$ cat src/common/csr_pkg.sv
package csr_pkg;

    // Width types
    typedef logic [13:0] csr_num_t;
    typedef logic [31:0] word_t;
    typedef logic [1:0]  plv_t;
    typedef logic [5:0]  ecode_t;
    typedef logic [8:0]  esubcode_t;
    typedef logic [12:0] int_vec_t;
    typedef logic [29:0] timer_init_t;

    // CSR numbers
    localparam csr_num_t CSR_CRMD   = 14'h0;
    localparam csr_num_t CSR_PRMD   = 14'h1;
    localparam csr_num_t CSR_ECFG   = 14'h4;
    localparam csr_num_t CSR_ESTAT  = 14'h5;
    localparam csr_num_t CSR_ERA    = 14'h6;
    localparam csr_num_t CSR_BADV   = 14'h7;
    localparam csr_num_t CSR_EENTRY = 14'hc;
    localparam csr_num_t CSR_SAVE0  = 14'h30;
    localparam csr_num_t CSR_SAVE1  = 14'h31;
    localparam csr_num_t CSR_SAVE2  = 14'h32;
    localparam csr_num_t CSR_SAVE3  = 14'h33;
    localparam csr_num_t CSR_TID    = 14'h40;
    localparam csr_num_t CSR_TCFG   = 14'h41;
    localparam csr_num_t CSR_TVAL   = 14'h42;
    localparam csr_num_t CSR_TICLR  = 14'h44;

    // Exception codes
    localparam ecode_t    ECODE_ADE      = 6'h8;
    localparam ecode_t    ECODE_ALE      = 6'h9;
    localparam esubcode_t ESUBCODE_ADEF  = 9'h0;

    // ESTAT.IS positions of the internal interrupt sources
    localparam int INT_TIMER_BIT = 11;
    localparam int INT_IPI_BIT   = 12;

    // Counter value once a one-shot countdown has expired
    localparam word_t TIMER_STOPPED = 32'hffff_ffff;

    typedef struct packed {
        logic     we;
        csr_num_t num;
        word_t    wmask;
        word_t    wvalue;
    } csr_write_t;

    // Exception committed at writeback
    typedef struct packed {
        logic      valid;
        ecode_t    ecode;
        esubcode_t esubcode;
        word_t     pc;
        word_t     vaddr;
    } exc_event_t;

    // Field order follows the CRMD bit layout, PLV in bits 1:0
    typedef struct packed {
        logic pg;
        logic da;
        logic ie;
        plv_t plv;
    } crmd_t;

    localparam crmd_t CRMD_RESET = '{pg: 1'b0, da: 1'b1, ie: 1'b0, plv: 2'd0};

    // Bits set in the mask take the new value, the rest keep the old one
    function automatic word_t masked_write(word_t old_value, word_t wmask, word_t wvalue);
        return (wmask & wvalue) | (~wmask & old_value);
    endfunction

endpackage

$ cat src/design/csr_read_mux.sv
`timescale 1ns/1ps

module csr_read_mux import csr_pkg::*;
(
    input  csr_num_t    num,
    input  crmd_t       crmd,
    input  plv_t        prmd_pplv,
    input  logic        prmd_pie,
    input  int_vec_t    ecfg_lie,
    input  int_vec_t    estat_is,
    input  ecode_t      estat_ecode,
    input  esubcode_t   estat_esubcode,
    input  word_t       era,
    input  word_t       badv,
    input  word_t       eentry,
    input  word_t       save0,
    input  word_t       save1,
    input  word_t       save2,
    input  word_t       save3,
    input  word_t       tid,
    input  logic        tcfg_en,
    input  logic        tcfg_periodic,
    input  timer_init_t tcfg_init,
    input  word_t       tval,
    output word_t       rvalue
);

    always_comb
    begin
        case (num)
            CSR_CRMD:   rvalue = {27'b0, crmd};
            CSR_PRMD:   rvalue = {29'b0, prmd_pie, prmd_pplv};
            CSR_ECFG:   rvalue = {19'b0, ecfg_lie};
            CSR_ESTAT:  rvalue = {1'b0, estat_esubcode, estat_ecode, 3'b0, estat_is};
            CSR_ERA:    rvalue = era;
            CSR_BADV:   rvalue = badv;
            CSR_EENTRY: rvalue = eentry;
            CSR_SAVE0:  rvalue = save0;
            CSR_SAVE1:  rvalue = save1;
            CSR_SAVE2:  rvalue = save2;
            CSR_SAVE3:  rvalue = save3;
            CSR_TID:    rvalue = tid;
            CSR_TCFG:   rvalue = {tcfg_init, tcfg_periodic, tcfg_en};
            CSR_TVAL:   rvalue = tval;
            // Clear bit is write-only
            CSR_TICLR:  rvalue = '0;
            default:    rvalue = '0;
        endcase
    end

endmodule

$ cat src/design/csr_unit.sv
`timescale 1ns/1ps

module csr_unit import csr_pkg::*;
(
    input  logic       clock,
    input  logic       reset,
    input  csr_write_t csr_wr,
    output word_t      csr_rvalue,
    input  exc_event_t exc,
    input  logic       ertn_flush,
    input  logic [7:0] hw_int_in,
    input  logic       ipi_int_in,
    output logic       has_int,
    output word_t      ex_entry
);

    crmd_t       crmd;
    plv_t        prmd_pplv;
    logic        prmd_pie;
    word_t       era;
    word_t       badv;
    ecode_t      estat_ecode;
    esubcode_t   estat_esubcode;
    word_t       eentry;
    int_vec_t    ecfg_lie;
    int_vec_t    estat_is;
    word_t       tid;
    logic        tcfg_en;
    logic        tcfg_periodic;
    timer_init_t tcfg_init;
    word_t       tval;
    logic        timer_zero;
    word_t       save0;
    word_t       save1;
    word_t       save2;
    word_t       save3;

    exc_state i_exc_state (
        .clock          (clock),
        .reset          (reset),
        .csr_wr         (csr_wr),
        .exc            (exc),
        .ertn_flush     (ertn_flush),
        .crmd           (crmd),
        .prmd_pplv      (prmd_pplv),
        .prmd_pie       (prmd_pie),
        .era            (era),
        .badv           (badv),
        .estat_ecode    (estat_ecode),
        .estat_esubcode (estat_esubcode),
        .eentry         (eentry)
    );

    assign ex_entry = eentry;

    int_ctrl i_int_ctrl (
        .clock      (clock),
        .reset      (reset),
        .csr_wr     (csr_wr),
        .crmd_ie    (crmd.ie),
        .hw_int_in  (hw_int_in),
        .ipi_int_in (ipi_int_in),
        .timer_zero (timer_zero),
        .ecfg_lie   (ecfg_lie),
        .estat_is   (estat_is),
        .has_int    (has_int)
    );

    stable_timer i_stable_timer (
        .clock         (clock),
        .reset         (reset),
        .csr_wr        (csr_wr),
        .tid           (tid),
        .tcfg_en       (tcfg_en),
        .tcfg_periodic (tcfg_periodic),
        .tcfg_init     (tcfg_init),
        .tval          (tval),
        .timer_zero    (timer_zero)
    );

    save_regs i_save_regs (
        .clock  (clock),
        .csr_wr (csr_wr),
        .save0  (save0),
        .save1  (save1),
        .save2  (save2),
        .save3  (save3)
    );

    csr_read_mux i_csr_read_mux (
        .num            (csr_wr.num),
        .crmd           (crmd),
        .prmd_pplv      (prmd_pplv),
        .prmd_pie       (prmd_pie),
        .ecfg_lie       (ecfg_lie),
        .estat_is       (estat_is),
        .estat_ecode    (estat_ecode),
        .estat_esubcode (estat_esubcode),
        .era            (era),
        .badv           (badv),
        .eentry         (eentry),
        .save0          (save0),
        .save1          (save1),
        .save2          (save2),
        .save3          (save3),
        .tid            (tid),
        .tcfg_en        (tcfg_en),
        .tcfg_periodic  (tcfg_periodic),
        .tcfg_init      (tcfg_init),
        .tval           (tval),
        .rvalue         (csr_rvalue)
    );

endmodule

$ cat src/design/int_ctrl.sv
`timescale 1ns/1ps

module int_ctrl import csr_pkg::*;
(
    input  logic       clock,
    input  logic       reset,
    input  csr_write_t csr_wr,
    input  logic       crmd_ie,
    input  logic [7:0] hw_int_in,
    input  logic       ipi_int_in,
    input  logic       timer_zero,
    output int_vec_t   ecfg_lie,
    output int_vec_t   estat_is,
    output logic       has_int
);

    logic  ecfg_wr;
    logic  estat_wr;
    logic  ticlr_clr;
    word_t ecfg_merged;
    word_t is_merged;

    assign ecfg_wr  = csr_wr.we && csr_wr.num == CSR_ECFG;
    assign estat_wr = csr_wr.we && csr_wr.num == CSR_ESTAT;
    assign ticlr_clr = csr_wr.we && csr_wr.num == CSR_TICLR
                    && csr_wr.wmask[0] && csr_wr.wvalue[0];

    assign ecfg_merged = masked_write({19'b0, ecfg_lie}, csr_wr.wmask, csr_wr.wvalue);
    assign is_merged   = masked_write({19'b0, estat_is}, csr_wr.wmask, csr_wr.wvalue);

    always_ff @(posedge clock)
    begin
        if (reset)
        begin
            ecfg_lie <= '0;
        end
        else if (ecfg_wr)
        begin
            ecfg_lie <= ecfg_merged[12:0];
        end
    end

    always_ff @(posedge clock)
    begin
        if (reset)
        begin
            estat_is <= '0;
        end
        else
        begin
            // Only the two software bits are writable
            if (estat_wr)
            begin
                estat_is[1:0] <= is_merged[1:0];
            end
            estat_is[9:2] <= hw_int_in;
            estat_is[10]  <= 1'b0;
            if (timer_zero)
            begin
                estat_is[INT_TIMER_BIT] <= 1'b1;
            end
            else if (ticlr_clr)
            begin
                estat_is[INT_TIMER_BIT] <= 1'b0;
            end
            estat_is[INT_IPI_BIT] <= ipi_int_in;
        end
    end

    assign has_int = (|(estat_is[11:0] & ecfg_lie[11:0])) && crmd_ie;

endmodule

$ cat src/design/save_regs.sv
`timescale 1ns/1ps

module save_regs import csr_pkg::*;
(
    input  logic       clock,
    input  csr_write_t csr_wr,
    output word_t      save0,
    output word_t      save1,
    output word_t      save2,
    output word_t      save3
);

    word_t save_q [4];

    // SAVE0 to SAVE3 occupy consecutive numbers
    always_ff @(posedge clock)
    begin
        for (int i = 0; i < 4; i++)
        begin
            if (csr_wr.we && csr_wr.num == CSR_SAVE0 + csr_num_t'(i))
            begin
                save_q[i] <= masked_write(save_q[i], csr_wr.wmask, csr_wr.wvalue);
            end
        end
    end

    assign save0 = save_q[0];
    assign save1 = save_q[1];
    assign save2 = save_q[2];
    assign save3 = save_q[3];

endmodule

$ cat src/exception/exc_state.sv
`timescale 1ns/1ps

module exc_state import csr_pkg::*;
(
    input  logic       clock,
    input  logic       reset,
    input  csr_write_t csr_wr,
    input  exc_event_t exc,
    input  logic       ertn_flush,
    output crmd_t      crmd,
    output plv_t       prmd_pplv,
    output logic       prmd_pie,
    output word_t      era,
    output word_t      badv,
    output ecode_t     estat_ecode,
    output esubcode_t  estat_esubcode,
    output word_t      eentry
);

    logic        wr_ok;
    logic        addr_err;
    logic [25:0] eentry_va;
    word_t       crmd_merged;
    word_t       prmd_merged;
    word_t       eentry_merged;

    // Exception first, then ertn, then a software write
    assign wr_ok = csr_wr.we && !exc.valid && !ertn_flush;

    assign addr_err = (exc.ecode == ECODE_ADE) || (exc.ecode == ECODE_ALE);

    assign crmd_merged   = masked_write({27'b0, crmd}, csr_wr.wmask, csr_wr.wvalue);
    assign prmd_merged   = masked_write({29'b0, prmd_pie, prmd_pplv},
                                        csr_wr.wmask, csr_wr.wvalue);
    assign eentry_merged = masked_write(eentry, csr_wr.wmask, csr_wr.wvalue);

    assign eentry = {eentry_va, 6'b0};

    always_ff @(posedge clock)
    begin
        if (reset)
        begin
            crmd <= CRMD_RESET;
        end
        else if (exc.valid)
        begin
            crmd.plv <= 2'd0;
            crmd.ie  <= 1'b0;
        end
        else if (ertn_flush)
        begin
            crmd.plv <= prmd_pplv;
            crmd.ie  <= prmd_pie;
        end
        else if (wr_ok && csr_wr.num == CSR_CRMD)
        begin
            crmd <= crmd_t'(crmd_merged[4:0]);
        end
    end

    // Saved context, no reset
    always_ff @(posedge clock)
    begin
        if (exc.valid)
        begin
            prmd_pplv <= crmd.plv;
            prmd_pie  <= crmd.ie;
        end
        else if (wr_ok && csr_wr.num == CSR_PRMD)
        begin
            prmd_pplv <= prmd_merged[1:0];
            prmd_pie  <= prmd_merged[2];
        end
    end

    always_ff @(posedge clock)
    begin
        if (exc.valid)
        begin
            era <= exc.pc;
        end
        else if (wr_ok && csr_wr.num == CSR_ERA)
        begin
            era <= masked_write(era, csr_wr.wmask, csr_wr.wvalue);
        end
    end

    always_ff @(posedge clock)
    begin
        if (exc.valid)
        begin
            estat_ecode    <= exc.ecode;
            estat_esubcode <= exc.esubcode;
        end
    end

    // Fetch address errors report the pc, data errors the access address
    always_ff @(posedge clock)
    begin
        if (exc.valid && addr_err)
        begin
            if (exc.ecode == ECODE_ADE && exc.esubcode == ESUBCODE_ADEF)
            begin
                badv <= exc.pc;
            end
            else
            begin
                badv <= exc.vaddr;
            end
        end
        else if (wr_ok && csr_wr.num == CSR_BADV)
        begin
            badv <= masked_write(badv, csr_wr.wmask, csr_wr.wvalue);
        end
    end

    always_ff @(posedge clock)
    begin
        if (wr_ok && csr_wr.num == CSR_EENTRY)
        begin
            eentry_va <= eentry_merged[31:6];
        end
    end

endmodule

$ cat src/timer/stable_timer.sv
`timescale 1ns/1ps

module stable_timer import csr_pkg::*;
(
    input  logic        clock,
    input  logic        reset,
    input  csr_write_t  csr_wr,
    output word_t       tid,
    output logic        tcfg_en,
    output logic        tcfg_periodic,
    output timer_init_t tcfg_init,
    output word_t       tval,
    output logic        timer_zero
);

    logic  tid_wr;
    logic  tcfg_wr;
    word_t tcfg_merged;
    word_t count;

    assign tid_wr  = csr_wr.we && csr_wr.num == CSR_TID;
    assign tcfg_wr = csr_wr.we && csr_wr.num == CSR_TCFG;

    // New TCFG value, also the source of the load value
    assign tcfg_merged = masked_write({tcfg_init, tcfg_periodic, tcfg_en},
                                      csr_wr.wmask, csr_wr.wvalue);

    always_ff @(posedge clock)
    begin
        if (reset)
        begin
            tid <= '0;
        end
        else if (tid_wr)
        begin
            tid <= masked_write(tid, csr_wr.wmask, csr_wr.wvalue);
        end
    end

    always_ff @(posedge clock)
    begin
        if (reset)
        begin
            tcfg_en <= 1'b0;
        end
        else if (tcfg_wr)
        begin
            tcfg_en <= tcfg_merged[0];
        end
    end

    always_ff @(posedge clock)
    begin
        if (tcfg_wr)
        begin
            tcfg_periodic <= tcfg_merged[1];
            tcfg_init     <= tcfg_merged[31:2];
        end
    end

    // Countdown, parks at all ones after a one-shot expiry
    always_ff @(posedge clock)
    begin
        if (reset)
        begin
            count <= TIMER_STOPPED;
        end
        else if (tcfg_wr && tcfg_merged[0])
        begin
            count <= {tcfg_merged[31:2], 2'b00};
        end
        else if (tcfg_en && count != TIMER_STOPPED)
        begin
            if (count == '0 && tcfg_periodic)
            begin
                count <= {tcfg_init, 2'b00};
            end
            else
            begin
                count <= count - 32'd1;
            end
        end
    end

    assign tval       = count;
    assign timer_zero = count == '0;

endmodule

$ cat config.mk
export PLATFORM = sky130hd
export DESIGN_NAME = csr_unit
export DESIGN_NICKNAME = d
export VERILOG_FILES = /design/src/common/csr_pkg.sv /design/src/design/csr_read_mux.sv /design/src/design/csr_unit.sv /design/src/design/int_ctrl.sv /design/src/design/save_regs.sv /design/src/exception/exc_state.sv /design/src/timer/stable_timer.sv
export SDC_FILE = /design/constraint.sdc
export NUM_CORES = 1
export LEC_CHECK = 0
export BUFFER_PORTS_ARGS = -buffer_cell sky130_fd_sc_hd__buf_2
export CORE_MARGIN = 5
export CORE_UTILIZATION = 29
export CTS_BUF_LIST = sky130_fd_sc_hd__clkbuf_8
export DETAILED_ROUTE_END_ITERATION = 10
export PLACE_DENSITY_LB_ADDON = 0.08
export SLEW_MARGIN = 20
export SYNTH_ARGS = -nofsm -noshare
export SYNTH_HDL_FRONTEND = slang
export SYNTH_SLANG_ARGS = --single-unit
$ cat constraint.sdc
create_clock -name clock -period 4 [get_ports clock]
set_input_delay 1 -clock clock [delete_from_list [all_inputs] [get_ports clock]]
set_output_delay 1 -clock clock [all_outputs]
set_load 0.01 [all_outputs]
# Yosys cells after proc, flatten, opt, wreduce, memory -nomap -nowiden
# Memories as Yosys holds them, arrays and structs flattened.
# Index checks and enable logic that the tools add are counted.
# totals
reg_bits	234
ramBits	128
input_bits	171
out_inout_bits	65
wordCells	146
memories	1
# memory_table
memory	words	width	rd	rd_ports_with_merged_regs	wr	line	text
i_save_regs.save_q	4	32	4	0	1	save_regs.sv:13	word_t save_q [4];
# op_classes
add_sub_neg	1
eq_ne	17
n_mux	34
n_bitwise	31
reduce_logical	42
# op_table
cell	count
case mux 32 bit (14 select lines)	1
two-way mux 32 bit	11
bitwise AND 32 bit	10
bitwise OR 32 bit	9
OR reduction 32 bit	3
equality test 14 x 3 -> 1 bit (second input constant)	4
equality test 14 x 6 -> 1 bit (second input constant)	4
equality test 14 x 7 -> 1 bit (second input constant)	4
logical NOT 32 bit	1
!= test 32 bit (second input constant)	1
inverter 32 bit	1
subtractor 32 x 1 -> 32 bit (second input constant)	1
logical AND 1 bit	24
two-way mux 1 bit	15
equality test 14 x 1 -> 1 bit (second input constant)	1
equality test 14 x 4 -> 1 bit (second input constant)	1
logical NOT 14 bit	1
bitwise AND 13 bit	1
bitwise OR 13 bit	1
bitwise AND 12 bit	1
equality test 6 x 4 -> 1 bit (second input constant)	2
nonzero test 2 bit	6
OR reduction 12 bit	1
two-way mux 2 bit	5
13 further kinds	16

# Depth between registers and ports, before layout
# Gate-level depths: netlist (run 1).
# depth
depth_word	8
mapped_depth	9
mapped_depth_nobuf	8

# By module
# A second synthesis (run 1) with hierarchy kept.
# unflattened
hier_cells	1891
area_unflattened_um2	19533.7
# modules_own_cells
module	instances	cells_each	area_each_um2	seq_area_each_um2
exc_state	1	498	5654.2	3343.2
stable_timer	1	546	4989.8	2232.1
save_regs	1	315	4630.7	3843.7
csr_read_mux	1	410	3130.5	0.0
int_ctrl	1	122	1128.6	500.5

# Least setup slack after synthesis (run 1)
# OpenSTA, ideal clock, no wires.
# synth_timing
path_kind	in2out
from	in csr_wr[69] (netlist name)
to	out csr_rvalue[26]
arrival_ps	2796
required_ps	3000
path_slack_ps	204
stages	6
n_path_buf	1
path_cell_list	or3_1 -> or4b_1 -> nor3_2 -> buf_2 -> a22oi_1 -> nand3_1
# synth_between
elab_chain_cells	2
word_cells_on_any_way	15
cone_classes	13 x eq/ne; 1 x mux; 1 x reduce/logical
# synth_rtl
item	line	text
from (decl)	csr_unit.sv:7	input csr_write_t csr_wr,
equality test 14 x 7 -> 1 bit, or another cell as far along	csr_read_mux.sv:30	case (num)
case mux 32 bit (14 select lines) *	csr_read_mux.sv:30	
to (decl)	csr_unit.sv:8	output word_t csr_rvalue,
# Every way passes the cells marked *; elsewhere a longest branch is shown, timed or not.

# Worst setup path after layout (run 1)
# layout_timing
from	in csr_wr[64] (netlist name)
to	out csr_rvalue[12]
# The elaborated chain is that of the path after synthesis.

==> flow_summary.yaml, run 1 <==
drt:
  dr_total_vias: 16529
  wl_met3_um: 4550
  wl_met1_um: 35600
  drtPass1Iterations: 6
  wl_per_cell_um: 26.6
  drt_iter0_markers: 1394
  wl_met2_um: 39100
  drc: 0
  final_antenna_net_count: 0
  wl_um: 81300
  via_per_inst: 5.41
  top_layer: "met5"
critical_path:
  r2r_cells: 6
  arrival_ns: 2.97
  setup.worst_path.start: "csr_wr[64]"
  endpoint: "csr_rvalue[12]"
  path_max_fanout: 15
  critPathKind: "input port to output pin"
  end_kind: "output pin"
  reg2reg_from: "i_stable_timer.tval[4]"
  cp.required_ns: 3.00
  reg2reg_to: "i_stable_timer.tval[13]"
  reg2reg_setup_slack_ns: 1.11
  startpoint_type: "input port"
power:
  clkPwrFrac: 0.438
  power.share.switching: 0.256
  power.density_nw_per_um2: 357
  internal-power_uw: 6190
  p_leak_uw: 0.00957
  power_frac_comb: 0.067
  switchingPower_uw: 2130
  irDropWorstVdd_uv: 209
  seqPwrFrac: 0.495
global_routing:
  track_usage: 0.222
  grt_pass1_vias: 16869
  antenna_found_initial: 5
  grt_overflow_total: 0
  grt_pass1_wl_um: 118000
  grt_max_degree: 67
synth:
  synthArstFlopShare: 0
  synthesis.area_um2: 19000
  synth_ff_type: "edfxtp_1"
  yosys_warnings: 0
  seq_area_frac_synth: 0.523
  synthCells: 1880
  ys_ff_latch: 362
  synth.avg_cell_area_um2: 10.1
  yosysUniqueCellTypes: 75
  synth_edf_count: 267
sta:
  final-hold-violation-count: 0
  setup_viol: 0
  drv_slew: 0
  layout_min_cycle_time_ns: 3.97
  finalCritPeriodShare: 0.993
  rsz0062_at_grt: "yes"
  setup_tns_ns: 0
  slew_headroom: 0.403
  skew_ns: 0.0247
  worst_pin_slew_ns: 0.895
  max_freq_mhz: 252
placed_design:
  dp_hpwl_um: 58300
  numPortBuffers: 229
  dp_cells: 2921
  routabilityCongestion: 0.833
cts:
  clock_path_buffers: 3
  cts_buffers: 72
  cts_tree: "built"
  root_buffer: "clkbuf_8"
  clock_latency_ns: 0.66
  h-tree-depth: 3
  hold_buffers: 0
  cts_sinks: 362
  clk_pin_slew_worst_paths_ns: 0.06
layout:
  finalNonFillerCells: 3056
  syn2layout_area_growth_pct: 22.6
  finalNetCount: 2317
  fill_cells: 6717
  drive_above_1_share: 0.248
  fin_util: 0.360
floorplan:
  core-area_um2: 64700
  dieWidth_um: 266
  start_util: 0.293
  core.rowCount: 93
  die_area_um2: 70700
  ios: 236
  die_h_um: 266
min_path:
  hold_class: "register to register"
flow_run:
  drv_cap: 0
outcome:
  status: "complete, no violations"
-- synthesized netlist by cell type (all sizes together) (5+ instances only) --
cell type / n / area share
edfxtp: 267 / 0.42
nand2: 234 / 0.046
clkbuf: 158 / 0.031
nor2: 103 / 0.020
and3: 101 / 0.033
o21ai: 99 / 0.026
dfxtp: 95 / 0.10
a21oi: 89 / 0.023
mux2i: 74 / 0.039
and2: 64 / 0.021
a22oi: 57 / 0.023
a21o: 48 / 0.019
nor3: 44 / 0.012
nor2b: 43 / 0.014
inv: 40 / 0.0079
nand3: 40 / 0.011
a211oi: 33 / 0.013
a222oi: 32 / 0.017
buf: 30 / 0.0091
mux2: 25 / 0.015
nand4: 24 / 0.0079
xnor2: 18 / 0.0083
o211ai: 16 / 0.0063
nor4: 15 / 0.0072
a22o: 11 / 0.0051
mux4: 11 / 0.013
a221oi: 9 / 0.0042
a32oi: 8 / 0.0037
or4: 8 / 0.0034
xor2: 7 / 0.0032
nand2b: 6 / 0.0020
o21a: 6 / 0.0024
a21boi: 5 / 0.0020
nor3b: 5 / 0.0022
-- metrics by stage --
stage | power [uW] | instance area, um2 | hold WS [ns] | worst slack, ns
2_1_floorplan | 4440 | 19000 | 0.436 | 0.204
3_3_place_gp | 4750 | 21800 | 0.448 | -0.186
3_5_place_dp | 4750 | 21800 | 0.460 | -0.201
4_1_cts | 8410 | 23200 | 0.463 | 0.00376
5_1_grt | 8630 | 23300 | 0.488 | -0.0260
6_report | 8310 | 23300 | 0.467 | 0.0277
-- per-layer routing --
layer	vias up	global-route usage
li1	7522	-
met1	8365	0.299
met2	531	0.372
met3	107	0.0359
met4	4	0.0629
met5	-	0
-- cells in the final DEF, fill, tap and decap left out, types with 74 or more instances in the layout --
cell type,synthesis,final
mux2i_1,74,74
inv_1,40,74
clkbuf_8,0,80
nor2_1,103,89
and3_1,101,100
a21oi_1,89,88
nand2_1,234,232
buf_2,12,226
o21ai_0,97,96
dfxtp_1,95,95
edfxtp_1,267,267
buf_4,6,120
-- what timing repair did --
| action | in CTS | in global routing |
|---|---|---|
| gates resized for setup | 24 | 6 |
| setup buffers | 0 | 3 |
| pin swaps | 3 | 4 |
| setup endpoints to repair | 30 | 14 |
-- power groups by stage --
stage | clock (uW) | sequential [uW] | combinational, uW
finish | 3640 | 4120 | 557
global route | 3910 | 4120 | 601
CTS | 3730 | 4120 | 559
detailed placement | 0 | 4190 | 554
global placement | 0 | 4190 | 552
floorplan | 0 | 4180 | 259
-- worst max-delay path, cell delays in order --
cell	delay, ns
buf_4	0.32
buf_4	0.26
mux2_2	0.35
a22oi_1	0.18
o32ai_1	0.14
a221oi_1	0.26
o21ai_0	0.23
buf_2	0.20
-- cell families after synthesis --
kind of cell	after synthesis	synth area share
AOI/OAI and AO/OA	451	0.161
muxes	110	0.0669
and+or+nand+nor	700	0.187
adders and majority gates	3	0.00198
xor gates and xnor gates	25	0.0115
DFF	362	0.523
buffers and inverters	228	0.0482
other	1	0.000198
-- layout make-up --
cell class | count | area (um2) | area share
multi-input cells | 1295 | 8320 | 0.357
clock buffers | 80 | 1100 | 0.0473
diodes | 2 | 5.00 | 0.000215
clock inverters | 50 | 250 | 0.0108
repair buffers | 372 | 2460 | 0.106
inverters | 40 | 150 | 0.00645
flip-flops and latches | 362 | 9920 | 0.426
well taps | 855 | 1070 | 0.0460
-- worst min-delay path by stage --
stage,from,to,slack [ns],cells after the start
6_report,register,register,0.47,2
2_1_floorplan,register,register,0.44,2
4_1_cts,exc[70],i_exc_state.estat_esubcode[6],0.46,1
5_1_grt,register,register,0.49,2
3_5_place_dp,register,register,0.46,2
3_3_place_gp,register,register,0.45,2
Note: power is estimated with default switching activity, not from simulation.
==> inputs of run 2 (changes only) <==
--- a/config.mk
+++ b/config.mk
@@ -6,7 +6,7 @@
 export NUM_CORES = 1
 export LEC_CHECK = 0
 export BUFFER_PORTS_ARGS = -buffer_cell sky130_fd_sc_hd__buf_2
-export CORE_MARGIN = 5
+export CORE_MARGIN = 3
 export CORE_UTILIZATION = 29
 export CTS_BUF_LIST = sky130_fd_sc_hd__clkbuf_8
 export DETAILED_ROUTE_END_ITERATION = 10
==> flow_summary.yaml, run 2 (synthesis gave the netlist of run 1 again) <==
layout:
  layout_common_cells: "edfxtp_1, nand2_1, buf_2"
  fill_cells: 6637
  finalNetCount: 2321
  final_common_cell: "edfxtp_1"
  seq_area_um2: 9920
  drive_above_1_share: 0.246
  multi_input_area_um2: 8290
  finish.instance_area_um2: 23400
  syn2layout_area_growth_pct: 23.2
  finalNonFillerCells: 3063
cts:
  cts_tree: "built"
  clk_pin_slew_worst_paths_ns: 0.05
  clock_path_buffers: 3
  cts_sinks: 362
  root_buffer: "clkbuf_8"
  clock_latency_ns: 0.67
  h-tree-depth: 3
  cts_buffers: 72
  hold_buffers: 0
placed_design:
  placed_cell_area_um2: 21900
  numPortBuffers: 229
  detailedPlace.worstSlack_ns: -0.218
  dp_cells: 2925
  routabilityCongestion: 0.843
  dp_hpwl_um: 58800
floorplan:
  die_area_um2: 68600
  ios: 236
  die_h_um: 262
  core.rowCount: 93
  start_util: 0.294
  dieWidth_um: 262
  core-area_um2: 64600
critical_path:
  arrival_ns: 2.98
  path_max_fanout: 3
  startpoint_type: "input port"
  critPathKind: "input port to output pin"
  r2r_cells: 6
  reg2reg_to: "i_stable_timer.tval[22]"
  reg2reg_from: "i_stable_timer.tval[4]"
  cp.required_ns: 3.00
  reg2reg_setup_slack_ns: 1.14
  endpoint: "csr_rvalue[20]"
  end_kind: "output pin"
  setup.worst_path.start: "csr_wr[67]"
power:
  power.density_nw_per_um2: 356
  irDropWorstVdd_uv: 175
  p_leak_uw: 0.00962
  power_uw: 8330
global_routing:
  antenna_found_initial: 3
  grt_pass1_vias: 16738
  track_usage: 0.239
  grt_pass1_wl_um: 118000
  grt_max_degree: 62
  grt_overflow_total: 0
drt:
  wl_um: 83000
  final_antenna_net_count: 0
  via_per_inst: 5.42
  drtPass1Iterations: 8
  dr_total_vias: 16610
  wl_per_cell_um: 27.1
  drc: 0
  drt_iter0_markers: 1487
sta:
  finalCritPeriodShare: 0.994
  layout_min_cycle_time_ns: 3.98
  slew_headroom: 0.338
  skew_ns: 0.0234
  setup_viol: 0
  drv_slew: 0
  max_freq_mhz: 252
  setup_tns_ns: 0
  final-hold-violation-count: 0
  setup_ws_ns: 0.0241
  worst_pin_slew_ns: 0.994
min_path:
  hold-path-cell-count: 2
  hold_class: "register to register"
flow_run:
  drv_cap: 0
outcome:
  status: "complete, no violations"
[run 2: cell count changes in the layout (fill, tap and decap cells not counted), moves of 2 or more]
cell	before	now
buf_6	11	6
clkbuf_8	80	84
inv_8	2	0
clkinv_2	5	2
inv_1	74	70
nor3_1	36	38
buf_12	15	25
clkinv_1	4	14
and2_2	0	2
and2_1	63	61
[run 2: worst min path at each step]
stage                  start                             to  slack (ns)
finish              register                       register        0.46
global route        register                       register        0.47
CTS                  exc[70]  i_exc_state.estat_esubcode[6]        0.45
detailed placement  register                       register        0.45
global placement    register                       register        0.45
floorplan           register                       register        0.44
[run 2: cell type report]
type	count	share of cell area
Timing Repair Buffer	376	0.111
Antenna cell	2	0.000214
Clock buffer	84	0.0494
Multi-Input combinational cell	1295	0.354
Inverter	40	0.00642
Clock inverter	49	0.00846
Tap cell	855	0.0458
Sequential cell	362	0.424
[run 2: timing repair]
action / CTS / global route
pin swaps: 3 / 7
setup endpoints to repair: 25 / 23
resized for setup: 12 / 10
buffers inserted: 1 / 2
[run 2: worst max-delay path, stage by stage]
cell      delay [ns]
buf_2           0.11
or3_4           0.42
or4b_4          0.57
buf_6           0.16
buf_4           0.13
o21ai_0         0.18
a222oi_1        0.17
nand3_1         0.11
buf_2           0.13
[run 2: through the flow]
stage | hold WS (ns) | utilization
floorplan | 0.436 | -
global placement | 0.446 | 0.339
detailed placement | 0.453 | 0.339
CTS | 0.452 | 0.361
global route | 0.470 | 0.362
finish | 0.460 | 0.362
[run 2: where the power goes]
part	internal (uW)	switching, uW	total (uW)
sequential	4090	26.6	4120
combinational	195	368	563
clock	1900	1750	3650
[run 2: routing by layer]
layer | GRT usage | up-vias | wire, um
met3 | 0.0391 | 121 | 4810
met2 | 0.396 | 582 | 39600
met4 | 0.0884 | 0 | 2570
met1 | 0.314 | 8392 | 36000
li1 | - | 7515 | -
met5 | 0 | - | 0
